<file path="config.mk">
export PLATFORM = sky130hd
export DESIGN_NAME = way_ram
export DESIGN_NICKNAME = d
export VERILOG_FILES = /design/src/verilog/dcache_pkg.sv /design/src/verilog/way_ram.sv
export SDC_FILE = /design/constraint.sdc
export NUM_CORES = 1
export LEC_CHECK = 0
export ABC_AREA = 1
export BUFFER_PORTS_ARGS = -buffer_cell sky130_fd_sc_hd__buf_2
export CORE_MARGIN = 4
export CORE_UTILIZATION = 45
export CTS_BUF_LIST = sky130_fd_sc_hd__clkbuf_8 sky130_fd_sc_hd__clkbuf_16
export CTS_CLUSTER_DIAMETER = 50
export DETAILED_ROUTE_END_ITERATION = 16
export GPL_TIMING_DRIVEN = 0
export HOLD_SLACK_MARGIN = 0.05
export SKIP_CTS_REPAIR_TIMING = 1
export SYNTH_ARGS = -nofsm -noshare
export SYNTH_HDL_FRONTEND = slang
export SYNTH_SLANG_ARGS = --single-unit
</file>
<file path="constraint.sdc">
create_clock -name cache_clk -period 1.3 [get_ports cache_clk]
set_input_delay 0 -clock cache_clk [delete_from_list [all_inputs] [get_ports cache_clk]]
set_output_delay 0 -clock cache_clk [all_outputs]
set_load 0.05 [all_outputs]
</file>
<file path="src/verilog/dcache_pkg.sv">
//==============================
// Data cache shared definitions
// Widths and address layout, payload types,
// bus structs, controller states
//==============================

package dcache_pkg;

	//==============================
	// Geometry
	//==============================
	localparam int ADDR_W         = 32;
	localparam int DATA_W         = 32;
	localparam int WAYS           = 2;
	localparam int SETS           = 16;
	localparam int WORDS_PER_LINE = 4;
	localparam int BYTE_OFF_W     = $clog2(DATA_W / 8);
	localparam int WORD_OFF_W     = $clog2(WORDS_PER_LINE);
	localparam int INDEX_W        = $clog2(SETS);
	localparam int TAG_W          = ADDR_W - INDEX_W - WORD_OFF_W - BYTE_OFF_W;

	// Bit positions inside a byte address
	localparam int WORD_OFF_LSB = BYTE_OFF_W;
	localparam int INDEX_LSB    = BYTE_OFF_W + WORD_OFF_W;
	localparam int TAG_LSB      = INDEX_LSB + INDEX_W;

	// Replacement LFSR start value, must not be zero
	localparam logic [15:0] LFSR_SEED = 16'hace1;

	//==============================
	// Basic types
	//==============================
	typedef logic [DATA_W-1:0]     word_t;
	typedef logic [TAG_W-1:0]      tag_t;
	typedef logic [INDEX_W-1:0]    index_t;
	typedef logic [WORD_OFF_W-1:0] word_off_t;
	typedef word_t [WORDS_PER_LINE-1:0] line_t;
	typedef logic [WAYS-1:0]       way_vec_t;

	// CPU access, 65 bits
	typedef struct packed {
		logic              we;
		logic [ADDR_W-1:0] addr;
		word_t             wdata;
	} cpu_req_t;

	// One line of the next level
	typedef struct packed {
		tag_t   tag;
		index_t index;
	} line_addr_t;

	// Writeback payload
	typedef struct packed {
		line_addr_t addr;
		line_t      data;
	} mem_line_t;

	typedef enum logic [2:0] {IDLE, LOOKUP, COMPARE, WB, FILL, ACK} ctrl_state_t;

endpackage

</file>
<file path="src/verilog/way_ram.sv">
//==============================
// Single-port synchronous array
// One entry per set, generic entry type
//==============================

`timescale 1ns/10ps

module way_ram
#(
	parameter type entry_t = logic
)
(
	input  logic               cache_clk,
	input  dcache_pkg::index_t index,
	input  logic               we,
	input  entry_t             wdata,
	output entry_t             rdata
);

	entry_t mem [dcache_pkg::SETS];

	// Read returns the old entry when written at the same edge
	always_ff @(posedge cache_clk)
	begin
		if (we)
			mem[index] <= wdata;
		rdata <= mem[index];
	end

endmodule
</file>
# ---- Yosys cells after proc, flatten, opt, wreduce, memory -nomap -nowiden
# Memories as Yosys holds them, arrays and structs flattened. A register that Yosys moved wholly into a read port is not among the register bits.
# Cells that the tools add are included.
dict set report totals {
  mem_count 1
  inputBits 7
  register_bits 0
  output_inout_bits 1
  mem_bits_rw 16
}
# name depth width rd rd_clocked_by_memory_dff write_ports line
set mem_list {}
lappend mem_list {mem 16 1 1 1 1 way_ram.sv:20} ;# entry_t mem [dcache_pkg::SETS];
dict set report op_classes {
  mux 2
}
# op n
set op_table {}
lappend op_table {{$mux W1} 2}

# ---- Depth between registers and ports, before layout
dict set report logic_depth {
  word_depth 2
  depth_mapped 9
  ltp_nobuf 9
}

# ---- Worst setup path after synthesis
# No wires, ideal clock.
dict set report synth_timing {
  path_kind {register -> register}
  start {memory mem[15] in the netlist's numbering}
  end {register rdata, read port of mem}
  period_less_slack_ns 0.804
  setup_slack_ns 0.496
  t_arrival_ns 0.692
  path_stages_with_launch 9
  path_buffers 0
  setup_time_ns 0.111
  t_required_ns 1.189
  path_cell_list {edfxtp_1 nand2_1 nand2_1 nand2_1 nand2_1 nand2_1 nand2_1 inv_1 nand2_1}
}
# item line
set synth_lines {}
lappend synth_lines {{start: declaration} way_ram.sv:20}
lappend synth_lines {{end: declaration} way_ram.sv:17} ;# output entry_t rdata

==> results.txt <==
Launch instance of the worst min-delay path: wdata. In this run the static leakage power is 0.415 nW. The worst register-to-register path has a depth of 8.

The post-synthesis cell area is 806 um^2. For hold timing, the worst endpoint is mem[7]. The cell depth of the worst hold path works out to 1.

Max-capacitance violation count: 0. For this block, the initial DRC count from the detailed router was 14. The complex-gate fraction of the synthesized area is 0%, and the H-tree depth reported by CTS is 1.

Setup repair after global routing left no endpoint under its margin. Type of destination of the critical path: a register. For the worst setup path, the data arrival time is 1.04 ns.

Broken down by cell family, the worst path's largest delay share belongs to simple AND/OR/NAND/NOR gates. The worst-case clock skew was 0.00176 ns. Buffers inserted during clock tree synthesis total 3.

At the later pin of the worst-skew pair, clock insertion delay measures 0.25 ns. In this run the worst hold path is classified as in2reg. For the overall power, the log shows 1.10 mW. The tools report the post-synthesis cell type count as 8.

The flow ran to the end, and the final reports show no timing, DRC or antenna violations. For the pin with the worst max-slew slack, the measured transition is 0.244 ns. Fill cells in the final layout number 169. Total via count after detailed routing: 602.

The maximum fanout encountered on the critical timing path is 1, and the register area share after synthesis is 62.1%. The maximum number of pins on one net before global-route repair is 17. The number of buffers and inverters on the critical path is 1, and the final hold violation count is 0.

The xor and xnor fraction of the mapped netlist area was 0%. After detailed routing, the number of vias per cell comes to 4.60. 8 I/O pins were placed. The total area inside the core boundary comes to 1710 um^2. The share of the clock period used by the worst path after layout is 68.5%, and the setup TNS is 0 ns.

Final critical-path required period: 0.890 ns. Traced cell by cell, the critical path runs through nand2_1 -> nand2_1 -> nand2_1 -> nand2_1 -> nand2_1 -> nand2_1 -> inv_1 -> nand2_1. The first global-routing pass estimated 2.47 mm of wire. The run gives 4 as the number of detailed-routing iterations run before antenna repair.

The run gives 1.44 mm as the post-detailed-routing wire length. VDD sags by at most 0.721 mV. Setup violations remaining at the end of the flow were counted as 0. The initial utilization of the core area, before any placement, comes to 47.2%. The run gives 1.45 ns as the critical path required time. Summing all non-filler instances in the final layout gives an area of 917 um^2.

TritonCTS built the clock tree. The overall fraction of global-route tracks in use came out at 13.3%. In the routed design, unresolved DRC markers number 0. The relative area change from synthesis to final layout is 13.8%, and the fmax is 1120 MHz. The floorplan die width was 50.3 um. The tools report the number of instances in the synthesized netlist as 95. The worst register-to-register path ends at rdata.

A synthesized cell averages 8.48 um^2. The logs give 2530 um^2 for the overall die area and 102 for the post-synthesis net count. The startpoint of the worst-slack reg-to-reg timing path was mem[10]. After synthesis the netlist holds a flip-flop and latch count of 17. The most common cell after layout, fill and taps aside was nand2_1. Power spread over the standard cell area amounts to 1200 nW/um^2.

The number of antenna violations at the first check in global routing was 0; the delay of the slowest cell on the worst path was 0.37 ns. After detailed routing, the average wire length per cell comes to 11.0 um. The critical path is of the reg2reg type.

Number of port buffers: 7. The run gives 53.7% as the fraction of the core area covered by cells at the end of the flow. In the layout the commonest cells are nand2_1 (44), nor2_1 (19), edfxtp_1 (16). Once detail routing completed, the nets flagged for antenna violations numbered 0. Summed over all layers, the global routing overflow is 0.

The basic-gate share of the synthesized area counting and, or, nand and nor cells works out to 31.8%. STA classifies the critical path startpoint as a register. The floorplan step set the die height to 50.3 um.

Row generation in the floorplan step produced 15 rows. The cell occurring most often along the worst timing path is nand2_1. The layout net count was 114.

Multiplexer cells account for 0% of the synthesized area. The number of antenna diodes in the final layout is 0. The cell sitting at the root of the clock tree is a clkbuf_8.

The clock edge transition at the registers on the reported setup and hold paths was 0.06 ns. The run gives 0 as the total count of max-transition violations in the final report. In this run the cell area measured after placement is 872 um^2. The worst pin sits at a relative slew slack of 83.7%. Via count of the first global-routing pass: 590. The largest individual stage delay along the critical path comes from the cell edfxtp_1. The clock drives 17 sinks. The global placer's final weighted congestion came out at 0.795. The share of final-layout standard cells stronger than drive strength 1 came out at 11.3%.

The Yosys step of the flow raised 0 warnings. In this run the deepest clock path goes through 2 buffers. Main combinational cell family by area after synthesis: simple AND/OR/NAND/NOR gates.

The reg-to-reg setup timing slack is 0.41 ns. The synthesized netlist devotes 0% of its cell area to adder and majority cells. After legalization and detailed placement, the total HPWL measured 1.03 mm.
per-layer routing:
layer / wire length, um / vias to the layer above / track usage [%]
met3: 62 / 5 / 3.26
met4: 31 / 0 / 6.73
li1: - / 316 / -
met1: 674 / 269 / 16.4
met5: 0 / - / 0
met2: 671 / 12 / 21.5
where the power goes:
group          internal (mW)  switching (mW)
Clock                  0.209           0.164
Combinational         0.0317          0.0772
Sequential             0.613         0.00308
flip-flops by register name, summed over array words and instances, names as in the netlist:
register / cells
mem: 16
rdata: 1
cells in the mapped netlist:
| cell type | number | area share (%) |
|---|---|---|
| inv_2 | 1 | 0.47 |
| nor2_1 | 19 | 8.9 |
| nand3_1 | 4 | 2.5 |
| inv_1 | 9 | 4.2 |
| edfxtp_1 | 16 | 60 |
| buf_6 | 1 | 1.4 |
| nand2_1 | 44 | 20 |
| dfxtp_1 | 1 | 2.5 |
final cells by class:
class	count	area, um^2	share of cell area, %
Timing Repair Buffer	7	35.0	3.82
Multi-Input combinational cell	67	256	28.0
Tap cell	25	31.3	3.41
Buffer	1	11.3	1.23
Inverter	10	37.5	4.09
Sequential cell	17	500	54.6
Clock buffer	3	41.3	4.50
Clock inverter	1	3.75	0.409
stage by stage:
step / cells / worst slack (ns) / hold WS [ns]
2_1_floorplan: 95 / 0.496 / 0.0989
3_3_place_gp: 127 / 0.376 / 0.387
3_5_place_dp: 127 / 0.349 / 0.394
4_1_cts: 131 / 0.423 / 0.129
5_1_grt: 131 / 0.297 / 0.143
6_report: 131 / 0.410 / 0.133
worst register-to-register path: stages (launching register included):
cell and delay, ns:
edfxtp_1 0.37, nand2_1 0.07, nand2_1 0.05, nand2_1 0.06
nand2_1 0.05, nand2_1 0.06, nand2_1 0.05, inv_1 0.05
nand2_1 0.04
cell families (layout without fill, tap and decap cells):
family / after synthesis / after routing
buf+inv: 11 / 22
flops: 17 / 17
simple gates: 67 / 67
how the worst max path moves through the flow:
stage                     endpoint  slack, ns  depth (start not counted)     start
after CTS                    rdata       0.42                          8    mem[5]
after floorplan              rdata       0.50                          8   mem[15]
after global routing         rdata       0.30                          8   mem[10]
after global placement      mem[5]       0.38                          4  index[1]
after detailed placement    mem[9]       0.35                          4  index[1]
final                        rdata       0.41                          8   mem[10]
No activity file was read; power rests on OpenSTA's default activity.
