<file path="src/verilog/dcache_pkg.sv">
//==============================
// Data cache shared definitions
// Widths and address layout, payload types,
// bus structs, controller states
//==============================

package dcache_pkg;

	//==============================
	// Geometry
	//==============================
	localparam int ADDR_W         = 32;
	localparam int DATA_W         = 32;
	localparam int WAYS           = 2;
	localparam int SETS           = 16;
	localparam int WORDS_PER_LINE = 4;
	localparam int BYTE_OFF_W     = $clog2(DATA_W / 8);
	localparam int WORD_OFF_W     = $clog2(WORDS_PER_LINE);
	localparam int INDEX_W        = $clog2(SETS);
	localparam int TAG_W          = ADDR_W - INDEX_W - WORD_OFF_W - BYTE_OFF_W;

	// Bit positions inside a byte address
	localparam int WORD_OFF_LSB = BYTE_OFF_W;
	localparam int INDEX_LSB    = BYTE_OFF_W + WORD_OFF_W;
	localparam int TAG_LSB      = INDEX_LSB + INDEX_W;

	// Replacement LFSR start value, must not be zero
	localparam logic [15:0] LFSR_SEED = 16'hace1;

	//==============================
	// Basic types
	//==============================
	typedef logic [DATA_W-1:0]     word_t;
	typedef logic [TAG_W-1:0]      tag_t;
	typedef logic [INDEX_W-1:0]    index_t;
	typedef logic [WORD_OFF_W-1:0] word_off_t;
	typedef word_t [WORDS_PER_LINE-1:0] line_t;
	typedef logic [WAYS-1:0]       way_vec_t;

	// CPU access, 65 bits
	typedef struct packed {
		logic              we;
		logic [ADDR_W-1:0] addr;
		word_t             wdata;
	} cpu_req_t;

	// One line of the next level
	typedef struct packed {
		tag_t   tag;
		index_t index;
	} line_addr_t;

	// Writeback payload
	typedef struct packed {
		line_addr_t addr;
		line_t      data;
	} mem_line_t;

	typedef enum logic [2:0] {IDLE, LOOKUP, COMPARE, WB, FILL, ACK} ctrl_state_t;

endpackage

</file>
<file path="src/verilog/victim_select.sv">
//==============================
// Replacement way choice
// Invalid way first, else LFSR way
//==============================

`timescale 1ns/10ps

module victim_select
(
	input  logic                 cache_clk,
	input  logic                 rst_n,
	input  dcache_pkg::way_vec_t valid,
	output dcache_pkg::way_vec_t victim_way
);

	logic [15:0] lfsr;

	// Maximal-length taps 16, 14, 13, 11
	always_ff @(posedge cache_clk or negedge rst_n)
	begin
		if (!rst_n)
			lfsr <= dcache_pkg::LFSR_SEED;
		else
			lfsr <= {lfsr[14:0], lfsr[15] ^ lfsr[13] ^ lfsr[12] ^ lfsr[10]};
	end

	// Descending scan, lowest invalid way wins
	always_comb
	begin
		victim_way = dcache_pkg::way_vec_t'(1) << lfsr[0];
		for (int w = dcache_pkg::WAYS - 1; w >= 0; w--)
		begin
			if (!valid[w])
				victim_way = dcache_pkg::way_vec_t'(1) << w;
		end
	end

endmodule

</file>
<file path="config.mk">
export PLATFORM = sky130hd
export DESIGN_NAME = victim_select
export DESIGN_NICKNAME = d
export VERILOG_FILES = /design/src/verilog/dcache_pkg.sv /design/src/verilog/victim_select.sv
export SDC_FILE = /design/constraint.sdc
export NUM_CORES = 1
export LEC_CHECK = 0
export BUFFER_PORTS_ARGS = -buffer_cell sky130_fd_sc_hd__buf_2
export CORE_AREA = 2 2 39 41
export DETAILED_ROUTE_END_ITERATION = 12
export DIE_AREA = 0 0 41 43
export PLACE_DENSITY = 0.57
export SETUP_SLACK_MARGIN = 0.3
export SYNTH_ARGS = -nofsm -noshare
export SYNTH_HDL_FRONTEND = slang
export SYNTH_SLANG_ARGS = --single-unit
export TNS_END_PERCENT = 1
</file>
<file path="constraint.sdc">
create_clock -name cache_clk -period 1.1 [get_ports cache_clk]
set_clock_uncertainty 0.1 [all_clocks]
set_input_delay 0.165 -clock cache_clk [delete_from_list [all_inputs] [get_ports cache_clk]]
set_output_delay 0.165 -clock cache_clk [all_outputs]
set_load 0.02 [all_outputs]
</file>
; ---- Yosys cells after proc, flatten, opt, wreduce, memory -nomap -nowiden
; Cells that the tools add are included.
[totals]
output_inout_bits = 2
ff_bits = 16
in_bits = 4
wordCells = 7
[op_classes]
mux = 2
shifts = 1
n_bitwise = 3
[ops]
columns = cell, n
row1 = 2-bit two-way mux, 2
row2 = 1-bit XOR, 3
row3 = "1-bit by 1-bit left shift with 2-bit output, first input constant", 1

; ---- Logic depth before layout (Yosys ltp)
[depth]
ltp_word = 3
depth_mapped = 2
depth_no_buf = 2

; ---- Least setup slack after synthesis
; OpenSTA, ideal clock, no wires.
[synth_timing]
kind = reg2out
from = register lfsr[0]
to = output port victim_way[0]
t_required_ns = 0.835
slack_ns = 0.005
n_path_buf = 0
stages_incl_launch_ff = 2
t_arrival_ns = 0.830
cell_sequence = dfstp_2 -> o21ai_0
[synth_via]
elab_chain_len = 3
[synth_lines]
columns = element, line
row1 = start: declaration, victim_select.sv:16  ; logic [15:0] lfsr;
row2 = start signal: assignment, victim_select.sv:22  ; lfsr <= dcache_pkg::LFSR_SEED;
row3 = start signal: assignment, victim_select.sv:24  ; lfsr <= {lfsr[14:0], lfsr[15] ^ lfsr[13] ^ lfsr[12] ^ lfsr[10]};
row4 = 1-bit by 1-bit left shift with 2-bit output, victim_select.sv:30  ; victim_way = dcache_pkg::way_vec_t'(1) << lfsr[0];
row5 = 2-bit two-way mux (2 in a row), victim_select.sv:33  ; if (!valid[w])
row6 = end: declaration, victim_select.sv:13  ; output dcache_pkg::way_vec_t victim_way
; No other way between the ends.

; ---- Worst setup path after layout
[layout_timing]
from = register lfsr[0]
to = output port victim_way[1]
; The elaborated chain is that of the path after synthesis.

==> summary.txt <==
Status
  • Status: complete, but fails checks
  • Failing checks: setup timing

Die
  • Initial cell density of the core: 0.327
  • Die H: 43 µm
  • IO Pins: 6
  • Die X-Extent: 41 µm
  • Core Footprint: 1380 µm²
  • Row cnt: 14
  • Full die area: 1760 µm²

Logic synthesis
  • Synth area leader: dfstp_2
  • Synth Area per Inst: 20.6 µm²
  • Yosys cell types: 7
  • Synthesized net count: 26
  • Seq cells post-synth: 16
  • Synth Area in Simple Gates: 0
  • Largest family of logic cells by synthesized area: XOR/XNOR gates
  • Cells after synthesis: 22
  • Synth top area cells: dfstp_2 (46%), dfrtp_1 (44%), xnor2_1 (3.9%), xor2_1 (1.9%), o21a_1 (1.7%)
  • Post-synthesis mux area share: 0
  • Compound-Gate Fraction of Synth Area: 0.0276
  • Post-synth top area share: 0.464
  • Sequential fraction of the synthesis area: 0.906
  • Synthesized-area fraction occupied by adder cells: 0
  • Synth warn: 0
  • Post-synthesis xor/xnor area fraction: 0.0580
  • Synthesized cell area: 453 µm²

Power and ir drop
  • Register share of total power: 0.638
  • Maximum vdd ir drop: 670 µV
  • Switching share of power: 0.195
  • Pint: 0.743 mW
  • Power per cell area: 1700 nW/µm²
  • Clk network pwr share: 0.326
  • Leakage: 0.257 nW
  • Gate power share: 0.036
  • Tot Pwr: 0.923 mW
  • Net Sw Power: 0.180 mW

Routing
  • DR iter-0 viols: 0
  • Wire length per cell: 11.8 µm
  • DRT Wirelength: 567 µm
  • Remaining antenna violation count: 0
  • Vias: 189
  • DRT Pass-1 Iters: 1
  • DRC: 0
  • Via/cell ratio: 3.94

Timing
  • Setup WS post-layout: -0.223 ns
  • Final setup violating endpoints: 2
  • Max Slew Vio Count: 0
  • Highest Clock Rate: 756 MHz
  • Max-slew headroom: 0.785
  • Min Clock Period, post-route: 1.32 ns
  • Worst-margin pin slew: 0.322 ns
  • TNS Setup: -0.420 ns
  • Hold Slack: 0.211 ns
  • RSZ-0062 raised after global routing: yes
  • Tcrit/Tclk final: 1.20
  • Final Hold Vio Count: 0

Finish
  • Post-layout util: 0.392
  • Regs by FF count: lfsr (16)
  • Reg with most FFs: lfsr
  • Area growth, synth to finish: 19.6%
  • Final-stage net count: 37
  • Diodes inserted: 0
  • Layout cells sized above 1: 0.531
  • Number of flip-flops in the largest register: 16

Global routing
  • Grt ovf: 0
  • Vias in the first global route: 203
  • Pin count of the biggest net entering global routing: 17
  • Initial antenna violation count: 0
  • First-pass GRT wire length: 897 µm
  • Total track usage: 0.0828

Critical path
  • Crit path launch type: flop
  • Flop2flop setup slack: 0.07 ns
  • Worst r2r path cells: 2
  • Worst R2R Start: lfsr[10]
  • Setup Crit Path Kind: flop to output port
  • CP required: 0.83 ns
  • Worst Path Max Fanout: 3
  • Crit end category: output port
  • Worst Setup SP: lfsr[0]
  • FF-to-FF End: lfsr[0]
  • WP data arrival: 1.06 ns

Placed design
  • GPL Wtd Cong: 0.664
  • IO Port Bufs: 5
  • Dpl hpwl: 350 µm
  • Pre-CTS WS: 0.0601 ns

Clocking
  • CTS clock-pin slew for the worst setup and hold paths: 0.08 ns
  • Max Buffers Root-to-Sink: 2
  • Clock Latency Late Sink: 0.27 ns
  • CTS sink cnt: 16
  • CTS tree: built
  • Total CTS buffers: 3
  • CTS H-tree depth: 1
  • Clk Tree Root Cell: clkbuf_4

Min path
  • HP Class: primary input to asynchronous set/reset pin

Run
  • Max-cap violations: 0
[through the flow]
step	cells	area (µm²)
after floorplan	22	454
after global placement	43	499
after detailed placement	43	499
after CTS	48	542
after global routing	48	542
final	48	542
[layer usage]
| metal | GRT usage | vias up | share of wire |
|---|---|---|---|
| li1 | - | 86 | - |
| met1 | 0.117 | 99 | 0.48 |
| met2 | 0.0906 | 4 | 0.46 |
| met3 | 0.0314 | 0 | 0.056 |
| met4 | 0.0800 | 0 | 0 |
| met5 | 0 | - | 0 |
[critical path, cell delays in order, from the launching register on]
cell and delay (ns):
dfstp_2 0.55, o21a_2 0.12, buf_6 0.11
[worst max path at each step]
| stage | end | slack, ns | cells past startpoint |
|---|---|---|---|
| 6_report | victim_way[1] | -0.22 | 2 |
| 5_1_grt | victim_way[1] | -0.28 | 2 |
| 4_1_cts | victim_way[1] | -0.24 | 2 |
| 3_5_place_dp | victim_way[1] | 0.06 | 2 |
| 3_3_place_gp | victim_way[1] | 0.06 | 2 |
| 2_1_floorplan | lfsr[0] | 0.13 | 2 |
[power by group through the flow]
stage	Clock, mW	Sequential [mW]	Combinational [mW]
final	0.301	0.589	0.0334
after global placement	0	0.600	0.0275
after floorplan	0	0.600	0.00928
after detailed placement	0	0.600	0.0285
after CTS	0.320	0.589	0.0342
after global routing	0.347	0.590	0.0373
[cells in the mapped netlist]
| cell type | number |
|---|---|
| o21a_1 | 1 |
| xnor2_1 | 2 |
| dfrtp_1 | 8 |
| dfstp_2 | 8 |
| inv_1 | 1 |
| o21ai_0 | 1 |
| xor2_1 | 1 |
[cell families (layout without fill, tap and decap cells)]
| logic type | Yosys count | count (layout) |
|---|---|---|
| DFF | 16 | 16 |
| buffers and inverters | 1 | 11 |
| AOI/OAI and AO/OA | 2 | 2 |
| xor gates and xnor gates | 3 | 3 |
[cells in the final DEF, fill, tap and decap left out, drive strengths merged]
master and n:
buf 5, clkbuf 4, dfrtp 8, dfstp 8
dlygate4sd3 1, inv 1, o21a 1, o21ai 1
xnor2 2, xor2 1
[timing repair]
item	4_1_cts	5_1_grt
resized for setup	2	0
setup endpoints to repair	3	3
pin swaps	1	1
endpoints found under the hold margin	16	0
hold buffers	1	0
setup buffers	0	0
[layout make-up]
| type | count | area, µm² |
|---|---|---|
| fillers | 126 | 842 |
| well taps | 16 | 20.0 |
| repair buffers | 6 | 41.3 |
| clock buffers | 4 | 26.3 |
| multi-input cells | 5 | 40.0 |
| inverters | 1 | 3.75 |
| flip-flops and latches | 16 | 410 |
(Power assumes the default switching activity.)
