<file path="src/verilog/dcache_pkg.sv">
//==============================
// Data cache shared definitions
// Widths and address layout, payload types,
// bus structs, controller states
//==============================

package dcache_pkg;

	//==============================
	// Geometry
	//==============================
	localparam int ADDR_W         = 32;
	localparam int DATA_W         = 32;
	localparam int WAYS           = 2;
	localparam int SETS           = 16;
	localparam int WORDS_PER_LINE = 4;
	localparam int BYTE_OFF_W     = $clog2(DATA_W / 8);
	localparam int WORD_OFF_W     = $clog2(WORDS_PER_LINE);
	localparam int INDEX_W        = $clog2(SETS);
	localparam int TAG_W          = ADDR_W - INDEX_W - WORD_OFF_W - BYTE_OFF_W;

	// Bit positions inside a byte address
	localparam int WORD_OFF_LSB = BYTE_OFF_W;
	localparam int INDEX_LSB    = BYTE_OFF_W + WORD_OFF_W;
	localparam int TAG_LSB      = INDEX_LSB + INDEX_W;

	// Replacement LFSR start value, must not be zero
	localparam logic [15:0] LFSR_SEED = 16'hace1;

	//==============================
	// Basic types
	//==============================
	typedef logic [DATA_W-1:0]     word_t;
	typedef logic [TAG_W-1:0]      tag_t;
	typedef logic [INDEX_W-1:0]    index_t;
	typedef logic [WORD_OFF_W-1:0] word_off_t;
	typedef word_t [WORDS_PER_LINE-1:0] line_t;
	typedef logic [WAYS-1:0]       way_vec_t;

	// CPU access, 65 bits
	typedef struct packed {
		logic              we;
		logic [ADDR_W-1:0] addr;
		word_t             wdata;
	} cpu_req_t;

	// One line of the next level
	typedef struct packed {
		tag_t   tag;
		index_t index;
	} line_addr_t;

	// Writeback payload
	typedef struct packed {
		line_addr_t addr;
		line_t      data;
	} mem_line_t;

	typedef enum logic [2:0] {IDLE, LOOKUP, COMPARE, WB, FILL, ACK} ctrl_state_t;

endpackage

</file>
<file path="src/verilog/status_bits.sv">
//==============================
// Line status
// Valid and dirty bits per set and way
//==============================

`timescale 1ns/10ps

module status_bits
(
	input  logic                 cache_clk,
	input  logic                 rst_n,
	input  dcache_pkg::index_t   index,
	input  dcache_pkg::way_vec_t mark_fill,
	input  dcache_pkg::way_vec_t mark_dirty,
	output dcache_pkg::way_vec_t valid,
	output dcache_pkg::way_vec_t dirty
);

	dcache_pkg::way_vec_t [dcache_pkg::SETS-1:0] valid_q;
	dcache_pkg::way_vec_t [dcache_pkg::SETS-1:0] dirty_q;

	always_ff @(posedge cache_clk or negedge rst_n)
	begin
		if (!rst_n)
		begin
			valid_q <= '0;
			dirty_q <= '0;
		end
		else
		begin
			// Fresh line is clean
			valid_q[index] <= valid_q[index] | mark_fill;
			dirty_q[index] <= (dirty_q[index] & ~mark_fill) | mark_dirty;
		end
	end

	assign valid = valid_q[index];
	assign dirty = dirty_q[index];

endmodule

</file>
<file path="config.mk">
export PLATFORM = sky130hd
export DESIGN_NAME = status_bits
export DESIGN_NICKNAME = d
export VERILOG_FILES = /design/src/verilog/dcache_pkg.sv /design/src/verilog/status_bits.sv
export SDC_FILE = /design/constraint.sdc
export NUM_CORES = 1
export LEC_CHECK = 0
export ABC_CLOCK_PERIOD_IN_PS = 4860
export BUFFER_PORTS_ARGS = -buffer_cell sky130_fd_sc_hd__buf_2
export CELL_PAD_IN_SITES_DETAIL_PLACEMENT = 1
export CELL_PAD_IN_SITES_GLOBAL_PLACEMENT = 1
export CORE_UTILIZATION = 38
export DETAILED_ROUTE_END_ITERATION = 10
export PLACE_DENSITY = 0.74
export SLEW_MARGIN = 20
export SYNTH_ARGS = -nofsm -noshare
export SYNTH_HDL_FRONTEND = slang
export SYNTH_SLANG_ARGS = --single-unit
</file>
<file path="constraint.sdc">
create_clock -name cache_clk -period 4.86 [get_ports cache_clk]
set_input_delay 0.972 -clock cache_clk [delete_from_list [all_inputs] [get_ports cache_clk]]
set_output_delay 0.972 -clock cache_clk [all_outputs]
set_load 0.005 [all_outputs]
</file>
== Word level (Yosys, flattened, before mapping) ==
Index checks and enable logic that the tools add are counted.
Storage, ports and cells
  register bits after elaboration: 64
  output and inout port bits: 4
Cells by class
  magnitude comparators: 2
  mux-type cells: 8
  bitwise gates (word level): 4
  reductions and logical operators: 1
Operator list (count)
  bitwise mux 32 bit: 2
  binary-select mux 2 bit (select 4 bit): 2
  demux 2 bit (select 4 bit): 1
  2-to-1 mux 2 bit: 3
  < comparator 4 x 5 -> 1 bit (second input constant): 1
  greater-or-equal comparator 4 x 1 -> 1 bit (second input constant): 1
  OR 2 bit: 2
  AND 2 bit: 1
  NOT 2 bit: 1
  logical AND 1 bit: 1

== Depth between registers and ports, before layout ==
  word-level depth: 5
  depth in mapped cells: 8
  depth with buffers taken out: 4

== Least setup slack after synthesis ==
Ideal clock, no wire load.
  path type: input to output
  from: input port index[0]
  to: output port valid[0]
  data arrival time: 2.163 ns
  data required time: 3.888 ns
  slack: 1.725 ns
  cell stages on the path: 6
  buffers on the path: 2
  cells stage by stage: buf_6 > buf_12 > mux4_1 > mux2_2 > nor2_1 > a21oi_1
Between the ends
  word-level cells in the longest chain between the ends: 2
RTL lines
  start: declaration: line status_bits.sv:12  | input dcache_pkg::index_t index,
  binary-select mux 2 bit (select 4 bit): line status_bits.sv:37  | assign valid = valid_q[index];
  2-to-1 mux 2 bit (implied by the code): line status_bits.sv:37
  end: declaration: line status_bits.sv:15  | output dcache_pkg::way_vec_t valid,
Every way passes these cells. The select of a mux whose other input is x is not followed.

== Worst setup path in the final report ==
Same ends and word-level chain as after synthesis.

==> metrics.md <==
| Metric | Value |
|---|---|
| Status | `finished, final reports clean` |
| Arr. time, crit path | `between 2 and 3 ns` |
| Aggregate global-route resource usage | `approximately 20%` |
| Largest net degree at the start of global routing | `65` |
| Pre-antenna DRT Iters | `4` |
| Pre-CTS setup slack | `~0.94 ns` |
| Slew @ Worst Pin | `1.05 ns` |
| WS Path Type | `in2out` |
| Iter 0 DRT Violations | `approximately 120` |
| Synthesized area per cell | `roughly 11 µm²` |
| WL/cell | `between 15 and 20 µm` |
| Die width | `about 92 µm` |
| Seq cells post-synth | `64` |
| Setup Fix Bufs, Post-CTS | `0` |
| CP startpoint kind | `primary input` |
| Metal3 WL | `~180 µm` |
| Power density over cell area | `between 300 and 400 mW/mm²` |
| CTS max path bufs | `2` |
| F_max | `around 260 MHz` |
| Register area share after synthesis | `a little over half` |
| Initial antenna violation count | `0` |
| H-Tree Depth | `3` |
| Final Hold Fails | `0` |
| Critical path launch point | `index[0]` |
| Buffers added on ports | `13` |
| Core ar. | `about 0.0078 mm²` |
| Num CTS Buffers | `9` |
| CP most frequent cell | `buf_2` |
| Slew headroom | `approximately 30%` |
| Hold path cells | `2` |
| Max Cap Violations | `0` |
| Die height | `between 90 and 100 µm` |
| Cell Area, Synth | `between 0.003 and 0.004 mm²` |
| CTS root buf | `clkbuf_8` |
| Post_cts resized | `0` |
| CTS Hold Buffers Added | `0` |
| Final ANT Viol Nets | `0` |
| Post-synthesis net count | `300` |
| Layout Area Growth over Synthesis | `9.17%` |
| Final nets | `311` |
| Ports | `14` |
| Max rail drop VDD | `0.134 mV` |
| Vias per Instance | `5.58` |
| Leakage | `~1.3 nW` |
| Tmin final | `just under 4 ns` |
| CP required | `around 3.9 ns` |
| Top Layer Used | `met4` |
| Routed vias | `around 2300` |
| Critical Path Slowest Stage Cell | `buf_2` |
| Met1 WL | `approximately 3600 µm` |
| Setup crit end kind | `output port` |
| Core Util, Final | `between 40% and 50%` |
| Int Pwr | `roughly 940 µW` |
| Final Max Slew Viols | `0` |
| Worst Min Path Start | `valid_q[15]` |
| Yosys cell types | `33` |
| Register area | `0.00160 mm²` |
| Grt ovf | `0` |
| R2R depth | `5` |
| Seq pwr share | `around 51%` |
| Final WS setup | `0.950 ns` |
| Power share of the combinational group | `18.7%` |
| Clock skew | `between 0.008 and 0.009 ns` |
| Yosys warnings | `0` |
| Die area | `approximately 0.0084 mm²` |
| Crit-path max FO | `32` |
| Initial Utilization | `between 30% and 40%` |
| Worst skew pair latency | `roughly 0.35 ns` |
| Overall power | `~1.3 mW` |
| Placed cell areas | `0.00315 mm²` |
| Switching power | `about 390 µW` |
| FF-to-FF Start | `dirty_q[2]` |
| Share of cells above drive strength 1 | `between 10% and 20%` |
| Fin area | `around 0.0033 mm²` |
| RSZ-0062 raised after global routing | `no` |
| Worst-path clk slew | `~0.06 ns` |
| Mapped Cells | `290` |
| Post-DP HPWL | `~5100 µm` |
| Number of global-route vias before repair | `2402` |
| Row cnt | `32` |
| Diodes inserted | `0` |
| Setup violators final | `0` |
| CTS Sinks | `64` |
| Period utilization | `between 80 and 90%` |
| Met2 routed WL | `roughly 3600 µm` |
| CTS tree | `built` |
| Sum of negative setup slack | `0 ns` |
| Net Sw Frac | `29.6%` |
| First-pass GRT wire length | `12700 µm` |
| Worst hold path class | `reg2reg` |
| Fillers | `just over 900` |
| DP Cell Count | `roughly 400` |
| Area occupied by multi-input gates | `0.00136 mm²` |
| Drt total wl | `7510 µm` |
| Final hold slack | `approximately 0.50 ns` |
| # DRC | `0` |
| Slowest cell delay on critical path | `0.67 ns` |
| Clk pwr share | `between 20 and 30%` |
| Cell Chain, Critical Path | `buf_2 -> mux4_1 -> mux2_2 -> nor2_1 -> a21oi_1 -> buf_2` |
| Final Non-Filler Cells | `~410` |
| Routability cong. | `0.756` |
critical path, delay by kind of cell:
kind                   cells  cell delay [ns]
AND/OR/NAND/NOR            1             0.10
buffers and inverters      2             0.83
AO/OA/AOI/OAI              1             0.05
multiplexers               2             0.97
kinds of logic after synthesis:
logic type             share of synthesized area (%)
buffers and inverters                           3.69
AO/OA/AOI/OAI                                   13.9
multiplexers                                    14.3
flip-flops                                      52.4
AND/OR/NAND/NOR                                 15.8
routing by layer:
layer / vias up / GRT usage (%)
li1: 1064 / -
met1: 1168 / 26.6
met2: 31 / 32.2
met3: 13 / 3.98
met4: 0 / 8.86
met5: - / 0
synthesized netlist by cell type, drive strengths merged:
library cell,instances,area [µm²]
inv,1,3.75
a21oi,44,220
a22oi,5,37.5
nor2b,3,18.8
nand2b,4,25.0
nand4,1,6.26
and3b,1,8.76
and2,2,12.5
or2,1,6.26
buf,12,96.3
nand3,4,20.0
a31oi,16,100
mux4,9,233
o21ai,8,40.0
nor2,70,263
nor4,1,12.5
mux2i,18,180
a41oi,1,8.76
mux2,2,22.5
o31a,1,17.5
nand4b,1,8.76
nor3,8,62.6
dfrtp,64,1600
nand2,10,37.5
clkbuf,3,12.5
layout by cell type, fill, tap and decap left out, types with 3 or more instances in the layout:
cell type	netlist	final
a31oi_1	16	16
a22oi_1	5	5
o21ai_0	7	7
dfrtp_1	64	64
nand3_1	4	4
buf_2	4	13
nor2b_1	3	3
clkbuf_1	2	3
nor3_1	6	3
clkbuf_8	0	10
nand2b_1	4	4
mux2i_1	18	18
nand2_1	10	10
nor3_2	0	3
nor2_1	70	70
mux4_1	8	8
a21oi_1	44	44
area by class of cell:
class,count,share of cell area (%)
clock buffers,13,4.46
clock inverters,3,0.525
inverters,1,0.113
multi-input cells,210,40.7
flip-flops and latches,64,48.0
well taps,102,3.83
repair buffers,15,2.40
worst paths after layout:
check / end / slack, ns
worst max-delay path: valid[0] / 0.95
worst min-delay path: valid_q[15] / 0.50
worst max register to register: dirty_q[26] / 2.89
worst min register to register: valid_q[15] / 0.50
max in group asynchronous: valid_q[23] / 3.50
min in group asynchronous: dirty_q[3] / 0.78
power by group through the flow:
| stage | Combinational (mW) | Sequential, mW | Clock, mW |
|---|---|---|---|
| 2_1_floorplan | 0.190 | 0.674 | 0 |
| 3_3_place_gp | 0.236 | 0.688 | 0 |
| 3_5_place_dp | 0.250 | 0.695 | 0 |
| 4_1_cts | 0.252 | 0.685 | 0.409 |
| 5_1_grt | 0.283 | 0.697 | 0.431 |
| 6_report | 0.249 | 0.685 | 0.398 |
state kept, by name, summed over array words and instances, names as in the netlist:
name,count
dirty_q,32
valid_q,32
No activity file was read; power rests on OpenSTA's default activity.
