File: src/verilog/dcache_pkg.sv
//==============================
// Data cache shared definitions
// Widths and address layout, payload types,
// bus structs, controller states
//==============================

package dcache_pkg;

	//==============================
	// Geometry
	//==============================
	localparam int ADDR_W         = 32;
	localparam int DATA_W         = 32;
	localparam int WAYS           = 2;
	localparam int SETS           = 16;
	localparam int WORDS_PER_LINE = 4;
	localparam int BYTE_OFF_W     = $clog2(DATA_W / 8);
	localparam int WORD_OFF_W     = $clog2(WORDS_PER_LINE);
	localparam int INDEX_W        = $clog2(SETS);
	localparam int TAG_W          = ADDR_W - INDEX_W - WORD_OFF_W - BYTE_OFF_W;

	// Bit positions inside a byte address
	localparam int WORD_OFF_LSB = BYTE_OFF_W;
	localparam int INDEX_LSB    = BYTE_OFF_W + WORD_OFF_W;
	localparam int TAG_LSB      = INDEX_LSB + INDEX_W;

	// Replacement LFSR start value, must not be zero
	localparam logic [15:0] LFSR_SEED = 16'hace1;

	//==============================
	// Basic types
	//==============================
	typedef logic [DATA_W-1:0]     word_t;
	typedef logic [TAG_W-1:0]      tag_t;
	typedef logic [INDEX_W-1:0]    index_t;
	typedef logic [WORD_OFF_W-1:0] word_off_t;
	typedef word_t [WORDS_PER_LINE-1:0] line_t;
	typedef logic [WAYS-1:0]       way_vec_t;

	// CPU access, 65 bits
	typedef struct packed {
		logic              we;
		logic [ADDR_W-1:0] addr;
		word_t             wdata;
	} cpu_req_t;

	// One line of the next level
	typedef struct packed {
		tag_t   tag;
		index_t index;
	} line_addr_t;

	// Writeback payload
	typedef struct packed {
		line_addr_t addr;
		line_t      data;
	} mem_line_t;

	typedef enum logic [2:0] {IDLE, LOOKUP, COMPARE, WB, FILL, ACK} ctrl_state_t;

endpackage

File: src/verilog/dcache_ctrl.sv
//==============================
// Data cache controller
// Request FSM, CPU/writeback/fill handshakes
// and array write strobes
//==============================

`timescale 1ns/10ps

module dcache_ctrl
(
	input  logic                   cache_clk,
	input  logic                   rst_n,
	input  logic                   cpu_req,
	input  dcache_pkg::cpu_req_t   cpu_cmd,
	output logic                   cpu_ack,
	output dcache_pkg::word_t      cpu_rdata,
	output logic                   wb_req,
	output dcache_pkg::mem_line_t  wb_line,
	input  logic                   wb_ack,
	output logic                   fill_req,
	output dcache_pkg::line_addr_t fill_addr,
	input  logic                   fill_ack,
	input  dcache_pkg::line_t      fill_data,
	output dcache_pkg::index_t     index,
	output dcache_pkg::way_vec_t   tag_we,
	output dcache_pkg::way_vec_t   line_we,
	output dcache_pkg::tag_t       tag_wdata,
	output dcache_pkg::line_t      line_wdata,
	input  dcache_pkg::way_vec_t   hit,
	input  dcache_pkg::word_t      hit_word,
	input  dcache_pkg::line_t      hit_line,
	input  dcache_pkg::way_vec_t   victim_way,
	input  logic                   victim_dirty,
	input  dcache_pkg::tag_t       victim_tag,
	input  dcache_pkg::line_t      victim_line,
	output dcache_pkg::way_vec_t   mark_dirty,
	output dcache_pkg::way_vec_t   mark_fill
);

	dcache_pkg::ctrl_state_t state;
	dcache_pkg::cpu_req_t    req_q;
	dcache_pkg::way_vec_t    vic_way;
	dcache_pkg::tag_t        req_tag;
	dcache_pkg::word_off_t   req_off;
	logic                    write_hit;
	logic                    fill_done;

	//==============================
	// Request fields and strobes
	//==============================
	assign req_tag   = req_q.addr[dcache_pkg::ADDR_W-1:dcache_pkg::TAG_LSB];
	assign req_off   = req_q.addr[dcache_pkg::INDEX_LSB-1:dcache_pkg::WORD_OFF_LSB];
	assign index     = req_q.addr[dcache_pkg::TAG_LSB-1:dcache_pkg::INDEX_LSB];
	assign fill_addr = '{tag: req_tag, index: index};

	assign write_hit = (state == dcache_pkg::COMPARE) && req_q.we && (|hit);
	// Fill data is taken on the first edge with fill_ack high
	assign fill_done = (state == dcache_pkg::FILL) && fill_req && fill_ack;

	assign tag_we     = fill_done ? vic_way : '0;
	assign mark_fill  = tag_we;
	assign mark_dirty = write_hit ? hit : '0;
	assign line_we    = fill_done ? vic_way : mark_dirty;
	assign tag_wdata  = req_tag;

	// Refill line, or hit line merged with the store word
	always_comb
	begin
		line_wdata = hit_line;
		line_wdata[req_off] = req_q.wdata;
		if (state == dcache_pkg::FILL)
			line_wdata = fill_data;
	end

	//==============================
	// Sequencer
	//==============================
	always_ff @(posedge cache_clk or negedge rst_n)
	begin
		if (!rst_n)
		begin
			state    <= dcache_pkg::IDLE;
			cpu_ack  <= 1'b0;
			wb_req   <= 1'b0;
			fill_req <= 1'b0;
			vic_way  <= '0;
		end
		else
		begin
			case (state)
				dcache_pkg::IDLE:
					if (cpu_req)
						state <= dcache_pkg::LOOKUP;
				// Arrays read at this edge
				dcache_pkg::LOOKUP:
					state <= dcache_pkg::COMPARE;
				dcache_pkg::COMPARE:
				begin
					if (|hit)
						state <= dcache_pkg::ACK;
					else
					begin
						vic_way <= victim_way;
						if (victim_dirty)
						begin
							wb_req <= 1'b1;
							state  <= dcache_pkg::WB;
						end
						else
						begin
							fill_req <= 1'b1;
							state    <= dcache_pkg::FILL;
						end
					end
				end
				dcache_pkg::WB:
				begin
					if (wb_req)
					begin
						if (wb_ack)
							wb_req <= 1'b0;
					end
					else if (!wb_ack)
					begin
						fill_req <= 1'b1;
						state    <= dcache_pkg::FILL;
					end
				end
				// Back to LOOKUP so the access ends as a hit
				dcache_pkg::FILL:
				begin
					if (fill_req)
					begin
						if (fill_ack)
							fill_req <= 1'b0;
					end
					else if (!fill_ack)
						state <= dcache_pkg::LOOKUP;
				end
				dcache_pkg::ACK:
				begin
					if (!cpu_ack)
						cpu_ack <= 1'b1;
					else if (!cpu_req)
					begin
						cpu_ack <= 1'b0;
						state   <= dcache_pkg::IDLE;
					end
				end
				default:
					state <= dcache_pkg::IDLE;
			endcase
		end
	end

	// Request, read word and writeback payload
	always_ff @(posedge cache_clk)
	begin
		if (state == dcache_pkg::IDLE && cpu_req)
			req_q <= cpu_cmd;
		if (state == dcache_pkg::COMPARE)
			cpu_rdata <= hit_word;
		if (state == dcache_pkg::COMPARE && !(|hit))
			wb_line <= '{addr: '{tag: victim_tag, index: index}, data: victim_line};
	end

endmodule

File: config.mk
export PLATFORM = sky130hd
export DESIGN_NAME = dcache_ctrl
export DESIGN_NICKNAME = d
export VERILOG_FILES = /design/src/verilog/dcache_pkg.sv /design/src/verilog/dcache_ctrl.sv
export SDC_FILE = /design/constraint.sdc
export NUM_CORES = 1
export LEC_CHECK = 0
export BUFFER_PORTS_ARGS = -buffer_cell sky130_fd_sc_hd__buf_2
export CAP_MARGIN = 20
export CORE_AREA = 2 2 347 349
export CTS_BUF_LIST = sky130_fd_sc_hd__clkbuf_8
export CTS_CLUSTER_SIZE = 30
export DETAILED_ROUTE_END_ITERATION = 10
export DIE_AREA = 0 0 349 351
export SLEW_MARGIN = 30
export SYNTH_ARGS = -nofsm -noshare
export SYNTH_HDL_FRONTEND = slang
export SYNTH_SLANG_ARGS = --single-unit
File: constraint.sdc
create_clock -name cache_clk -period 7.8 [get_ports cache_clk]
set_clock_uncertainty 0.2 [all_clocks]
set_input_delay 0.78 -clock cache_clk [delete_from_list [all_inputs] [get_ports cache_clk]]
set_output_delay 0.78 -clock cache_clk [all_outputs]
set_load 0.01 [all_outputs]
# --- Word-level counts from Yosys, hierarchy flattened ---
# Cells that the tools add are included.
word_totals:
  regBits: 261
  output_inout_bits: 383
  word_cells: 80
classes:
  n_lt_le_gt_ge: 2
  eq_ne: 15
  mux: 31
  bitwise_logic: 1
  reduce_logical: 16
ops:
  columns: ["operator", "count"]
  rows:
  - ["128-bit bitwise mux", 1]
  - ["128-bit 2-to-1 mux", 1]
  - ["32-bit demux with 2-bit select", 1]
  - ["32-bit 2-to-1 mux", 1]
  - ["3-bit 2-to-1 mux", 9]
  - ["2-bit != test (second input constant)", 10]
  - ["3-bit one-hot mux with 6 select lines", 1]
  - ["1-bit 2-to-1 mux", 12]
  - ["1-bit logical AND", 7]
  - ["7-bit AND reduction", 1]
  - ["3-bit by 2-bit == test with 1-bit output (second input constant)", 2]
  - ["3-bit == test (second input constant)", 2]
  - ["2-bit 2-to-1 mux", 3]
  - ["5-bit AND reduction", 1]
  - ["3-bit by 1-bit == test with 1-bit output (second input constant)", 1]
  - ["3-bit zero test", 1]
  - ["2-bit by 3-bit < comparator with 1-bit output (second input constant)", 1]
  - ["1-bit one-hot mux with 3 select lines", 1]
  - ["3-bit AND reduction", 1]
  - ["3-bit nonzero test", 1]
  - ["2-bit by 1-bit >= comparator with 1-bit output (second input constant)", 1]
  - ["1-bit one-hot mux with 2 select lines", 1]
  - ["2-bit AND reduction", 1]
  - ["2-bit nonzero test", 1]
  - ["other kinds (3)", 3]

# --- Depth between registers and ports, before layout ---
# Gate-level depths: netlist of run 1.
depth:
  word_depth: 6
  mapped_depth: 7
  mapped_depth_nobuf: 4

# --- Worst setup path after synthesis of run 1 ---
# OpenSTA, ideal clock, no wires.
synth_path:
  path_type: "input to register"
  start: "input port cpu_req"
  end: "register req_q (netlist bit fill_addr[0]), enable pin"
  setup_ns: 0.640
  arrival_ns: 6.762
  t_required_ns: 6.960
  setup_slack_ns: 0.198
  stages: 2
  n_path_buf: 0
  path_cell_list: "inv_1 > nor4_1"
synth_via:
  elab_chain_cells: 1
synth_rtl:
  columns: ["item", "line_no", "text"]
  rows:
  - ["start, declared", "dcache_ctrl.sv:13", "input logic cpu_req,"]
  - ["1-bit logical AND", "dcache_ctrl.sv:159", "if (state == dcache_pkg::IDLE && cpu_req)"]
  - ["end signal, assigned", "dcache_ctrl.sv:160", "req_q <= cpu_cmd;"]
  - ["end, declared", "dcache_ctrl.sv:41", "dcache_pkg::cpu_req_t req_q;"]
# Every way passes these cells.
# A chain may end at the register's enable or synchronous reset.

==> flow_summary.toml, run 1 <==
[logic_synthesis]
synth.avg_cell_area_um2 = 14.1
yosys_register_bits = 259
async_flop_share_pct = 3.09
synth_top_cell_area_share_pct = 67.3
synth-main-ff-cell = "edfxtp_1"
syn_nets = 1312
synth_warnings = 0
synth.distinct_cells = 33
syn_inst = 797
synth_edf_count = 251
ys_top_cells_by_area = "edfxtp_1 67%, mux2i_1 11%, nand2_1 4.6%, buf_4 4.0%, o21ai_0 3.5%"
seq_area_frac_synth_pct = 69.1
yosysTopAreaCell = "edfxtp_1"
syn_area_um2 = 11200

[floorplan]
initial_core_util_pct = 9.41
core_um2 = 119000
ios = 898
fp.dieH_um = 351
dieArea_um2 = 122000
die_w_um = 349
placementRows = 127

[power]
power_density_nw_per_um2 = 257
p_switching_uw = 2080
pwr-share-seq_pct = 36.2
intPower_uw = 3160
comb_power_share_pct = 35.9
irDropWorstVdd_mv = 0.117
clkPwrFrac_pct = 28.0
p_sw_share_pct = 39.7
p_leak_uw = 0.00881
p_total_uw = 5240

[placed_design]
postPlaceCellArea_um2 = 17000
io_buffer_count = 895
hpwl_um = 64500
place.gp.congestion = 0.887

[cts]
clockBufferDepth = 3
clockRootBuffer = "clkbuf_8"
cts_repair_resize_count = 0
cts_setup_buffers = 0
clk_latency_ps = 670
cts_buffers = 53
htreeDepth = 2
clk_pin_slew_ps = 60
cts_sinks = 259
tritoncts = "built"

[timing]
holdWs_ps = 97.5
max_freq_ghz = 0.235
grt_setup_unrepaired = "false"
worst_pin_slew_ps = 978
setup_violations = 0
tns_ps = 0
period_needed_ps = 4250
finalHoldViolCount = 0
maxSlewViolCount = 0
relSlewSlack_pct = 34.8
finalCritPeriodShare_pct = 54.5

[drt]
remaining_drc_errors = 0
drt_iter0_markers = 871
via_per_inst = 3.20
finalWirelength_um = 77900
antenna_left = 0
first_pass_iters = 5
drt-wirelength-per-cell_um = 22.3
vias = 11200

[global_route]
grt_max_degree = 125
grt_first_pass_wirelength_um = 96600
grt-ovfl-total = 0
grt_usage_pct = 11.9
grt_pass1_vias = 10900
antenna_found_initial = 34

[worst_setup_path]
critical_path.endpoint_type = "output port"
worstPathMaxFanout = 124
crit_required_ps = 6820
crit_arrival_ps = 3270
critPathLaunchType = "flop"
crit_type = "flop to output port"

[cells_and_area]
syn_to_final_growth_pct = 82.2
seq_area_um2 = 7740
multi_input_area_um2 = 2740
fin_area_um2 = 20400
num-fill-cells = 13300
mostFrequentLayoutCells = "895 x buf_2, 251 x edfxtp_1, 233 x dlygate4sd3_1"
fin_nets = 2402
drive_above_1_share_pct = 51.4
layout_commonest_cell = "buf_2"

[job]
drv_cap = 0

[status]
status = "completed"

[worst_hold_path]
hp-class = "primary input to flop"
## Yosys cell counts, types with 3 or more instances
cell,instances
edfxtp_1,251
mux2i_1,128
clkbuf_1,8
nor2_1,6
buf_2,15
clkbuf_2,5
buf_4,59
buf_6,16
nand2b_1,3
o21ai_0,79
nand2_1,137
dfrtp_1,8
o21ai_1,54
## final timing paths
kind | start | endpoint | slack, ps | cells past startpoint
setup / recovery | state[2]$_DFFE_PN0P_ | line_wdata[68] | 3550 | 6
hold reg to reg | vic_way[0]$_DFFE_PN0P_ | vic_way[0]$_DFFE_PN0P_ | 300 | 1
min in group asynchronous | rst_n | cpu_ack$_DFFE_PN0N_ | 300 | 2
max in group asynchronous | rst_n | vic_way[1]$_DFFE_PN0P_ | 6910 | 2
setup reg to reg | state[0]$_DFFE_PN0P_ | wb_line[117]$_DFFE_PP_ | 4960 | 5
hold / removal | cpu_cmd[64] | req_q[64]$_DFFE_PP_ | 100 | 1
## layout make-up
type / count / share of cell area [%]
Inverter: 2 / 0.0613
Multi-Input combinational cell: 433 / 13.4
Tap cell: 1548 / 9.49
Sequential cell: 259 / 37.9
Antenna cell: 12 / 0.147
Clock inverter: 43 / 1.59
Clock buffer: 53 / 3.58
Timing Repair Buffer: 1138 / 33.8
## per-layer routing
layer  GRT usage (%)  share of wire, %  vias to the layer above
li1                -                 -                     5078
met1            14.3                41                     5258
met2            19.3                46                      657
met3            4.42               9.3                      144
met4            4.17               3.6                       34
met5               0              0.29                        -
## kinds of logic (layout without fill, tap and decap cells)
kind of cell	after synthesis	count (layout)	share of synthesized area [%]
other	0	12	0
flip-flops	259	259	69.1
multiplexers	130	130	11.6
buffers and inverters	105	1236	6.79
AND/OR/NAND/NOR	161	161	5.96
AO/OA/AOI/OAI	142	142	6.51
## power groups by stage
stage,Clock [uW],Combinational [uW],Sequential [uW]
final,1470,1880,1900
after global routing,1600,2030,1910
after CTS,1550,1940,1900
after detailed placement,0,1830,1920
after global placement,0,1830,1920
after floorplan,0,802,1920
## metrics by stage
| step | worst slack (ps) | instances | utilization (%) |
|---|---|---|---|
| final | 3550 | 3488 | 17.1 |
| after global placement | 4070 | 3147 | 14.3 |
| after CTS | 3250 | 3476 | 17.1 |
| after global routing | 3300 | 3483 | 17.1 |
| after detailed placement | 4060 | 3147 | 14.3 |
| after floorplan | 198 | 797 | - |
## worst max-delay path, stage by stage (launching register included)
cell,delay [ps]
dfrtp_1,570
nor3b_4,260
buf_4,310
buf_6,590
nand2_1,120
o21ai_1,180
buf_2,410
## flip-flops by register name, indices dropped and copies added (netlist names)
register and cells:
cpu_ack 1, wb_req 1, vic_way 2, fill_addr 28
state 3, cpu_rdata 32, fill_req 1, req_off 2
wb_line 156, req_q 33
## what timing repair did
item,CTS,global route
endpoints found under the hold margin,240,0
setup endpoints to repair,0,0
hold buffers,233,0
(Power assumes the default switching activity.)
==> inputs of run 2 (changes only) <==
--- a/config.mk
+++ b/config.mk
@@ -7,11 +7,11 @@
 export LEC_CHECK = 0
 export BUFFER_PORTS_ARGS = -buffer_cell sky130_fd_sc_hd__buf_2
 export CAP_MARGIN = 20
-export CORE_AREA = 2 2 347 349
+export CORE_AREA = 2 2 350 352
 export CTS_BUF_LIST = sky130_fd_sc_hd__clkbuf_8
 export CTS_CLUSTER_SIZE = 30
 export DETAILED_ROUTE_END_ITERATION = 10
-export DIE_AREA = 0 0 349 351
+export DIE_AREA = 0 0 352 354
 export SLEW_MARGIN = 30
 export SYNTH_ARGS = -nofsm -noshare
 export SYNTH_HDL_FRONTEND = slang
==> constraint.sdc (replaced) <==
create_clock -name cache_clk -period 4.03 [get_ports cache_clk]
set_clock_uncertainty 0.2 [all_clocks]
set_input_delay 0.403 -clock cache_clk [delete_from_list [all_inputs] [get_ports cache_clk]]
set_output_delay 0.403 -clock cache_clk [all_outputs]
set_load 0.01 [all_outputs]
==> run 2 against run 1 <==
  * Register-to-register slack lost 3700 ps
  * Setup slack lost 3100 ps
  * First-iteration DRC count shrank 32%
  * Critical path type unchanged
  * Largest cell class unchanged
  * Largest power group is now combinational logic
==> flow_summary.toml, run 2 (synthesis gave the netlist of run 1 again) <==
[drt]
first_pass_iters = 5
finalWirelength_um = 81500
drt-wirelength-per-cell_um = 22.7
remaining_drc_errors = 0
via_per_inst = 3.17
antenna_left = 0
vias = 11400
drt_iter0_markers = 588

[floorplan]
fp.dieH_um = 354
placementRows = 128
initial_core_util_pct = 9.26
die_w_um = 352
dieArea_um2 = 125000
core_um2 = 121000
ios = 898

[global_route]
grt_max_degree = 111
grt_usage_pct = 12.5
grt-ovfl-total = 0
antenna_found_initial = 55
grt_pass1_vias = 11800
grt_first_pass_wirelength_um = 104000

[timing]
finalCritPeriodShare_pct = 88.7
max_freq_ghz = 0.280
relSlewSlack_pct = 47.8
fin_ws_ps = 454
finalHoldViolCount = 0
grt_setup_unrepaired = "false"
maxSlewViolCount = 0
period_needed_ps = 3580
tns_ps = 0
setup_violations = 0
worst_pin_slew_ps = 783

[cts]
clk_pin_slew_ps = 60
clockRootBuffer = "clkbuf_8"
cts_setup_buffers = 0
cts_buffers = 53
tritoncts = "built"
htreeDepth = 2
cts_sinks = 259
clk_latency_ps = 690
clockBufferDepth = 3

[worst_hold_path]
hp-class = "primary input to flop"

[cells_and_area]
syn_to_final_growth_pct = 86.3
drive_above_1_share_pct = 50.7
fin_area_um2 = 20900
largestRegisters = "wb_line: 156 flops, req_q: 33 flops, cpu_rdata: 32 flops"
fin_nets = 2433
top_register = "wb_line"
mostFrequentLayoutCells = "895 x buf_2, 258 x dlygate4sd3_1, 251 x edfxtp_1"
layout_commonest_cell = "buf_2"
largest_register_ffs = 156

[worst_setup_path]
reg2reg_to = "wb_line[77]$_DFFE_PP_"
crit_required_ps = 3430
critPathLaunchType = "flop"
crit_type = "flop to output port"
r2r_cells = 5
critical_path.endpoint_type = "output port"
worstPathMaxFanout = 110
worstReg2RegStart = "state[0]$_DFFE_PN0P_"
reg2reg_slack_ps = 1220
endpoint = "line_wdata[1]"
crit_path_start = "state[2]$_DFFE_PN0P_"
crit_arrival_ps = 2970

[placed_design]
postPlaceCellArea_um2 = 17200
io_buffer_count = 895
hpwl_um = 68200
post-place-ws_ps = 1010
place.gp.congestion = 0.964

[job]
drv_cap = 0

[power]
p_leak_uw = 0.00897
power_density_nw_per_um2 = 492
irDropWorstVdd_mv = 0.358

[status]
status = "completed"
run 2: report_power, final:
part           internal [uW]  switching [uW]
combinational           1290            2440
sequential              3390             267
clock                   1550            1340
total                   6230            4040
run 2: stage by stage:
stage / utilization (%) / hold slack, ps / std cells / power, uW
floorplan: - / -92.6 / 797 / 5250
global route: 17.2 / 74.8 / 3594 / 10800
finish: 17.3 / 118 / 3598 / 10300
global placement: 14.2 / 61.6 / 3230 / 7290
CTS: 17.2 / 6.57 / 3583 / 10600
detailed placement: 14.2 / 61.9 / 3230 / 7310
run 2: layer usage:
metal	GRT usage (%)	up-vias	wire length (um)
met5	0	-	217
met4	5.25	32	3650
met3	5.08	175	7820
met2	20.8	678	38500
met1	14.0	5374	31300
li1	-	5149	-
run 2: worst min path at each step:
stage | from | end | slack [ps] | cells past startpoint
after global placement | rst_n | vic_way[1]$_DFFE_PN0P_ | 60 | 1
after detailed placement | rst_n | vic_way[1]$_DFFE_PN0P_ | 60 | 1
after global routing | hit[0] | vic_way[1]$_DFFE_PN0P_ | 70 | 4
final | hit[0] | state[0]$_DFFE_PN0P_ | 120 | 4
after CTS | hit[0] | state[0]$_DFFE_PN0P_ | 7 | 4
after floorplan | rst_n | cpu_ack$_DFFE_PN0N_ | -90 | 0
run 2: timing repair:
| action | CTS | global route |
|---|---|---|
| resized for setup | 0 | 0 |
| hold endpoints to repair | 263 | 0 |
| hold buffers | 258 | 0 |
run 2: critical path: stages (launching register included):
cell	delay (ps)
dfrtp_1	620
nor3b_4	480
buf_12	350
buf_4	340
nand2_1	80
o21ai_1	110
buf_2	260
run 2: final cells by class:
cell class	count	area, um^2
fill	13400	100000
sequential	259	7740
timing repair buffer	1169	7240
multi-input combinational	433	2750
tap	1625	2030
clock buffer	53	729
clock inverter	42	325
antenna	15	37.5
inverter	2	11.3
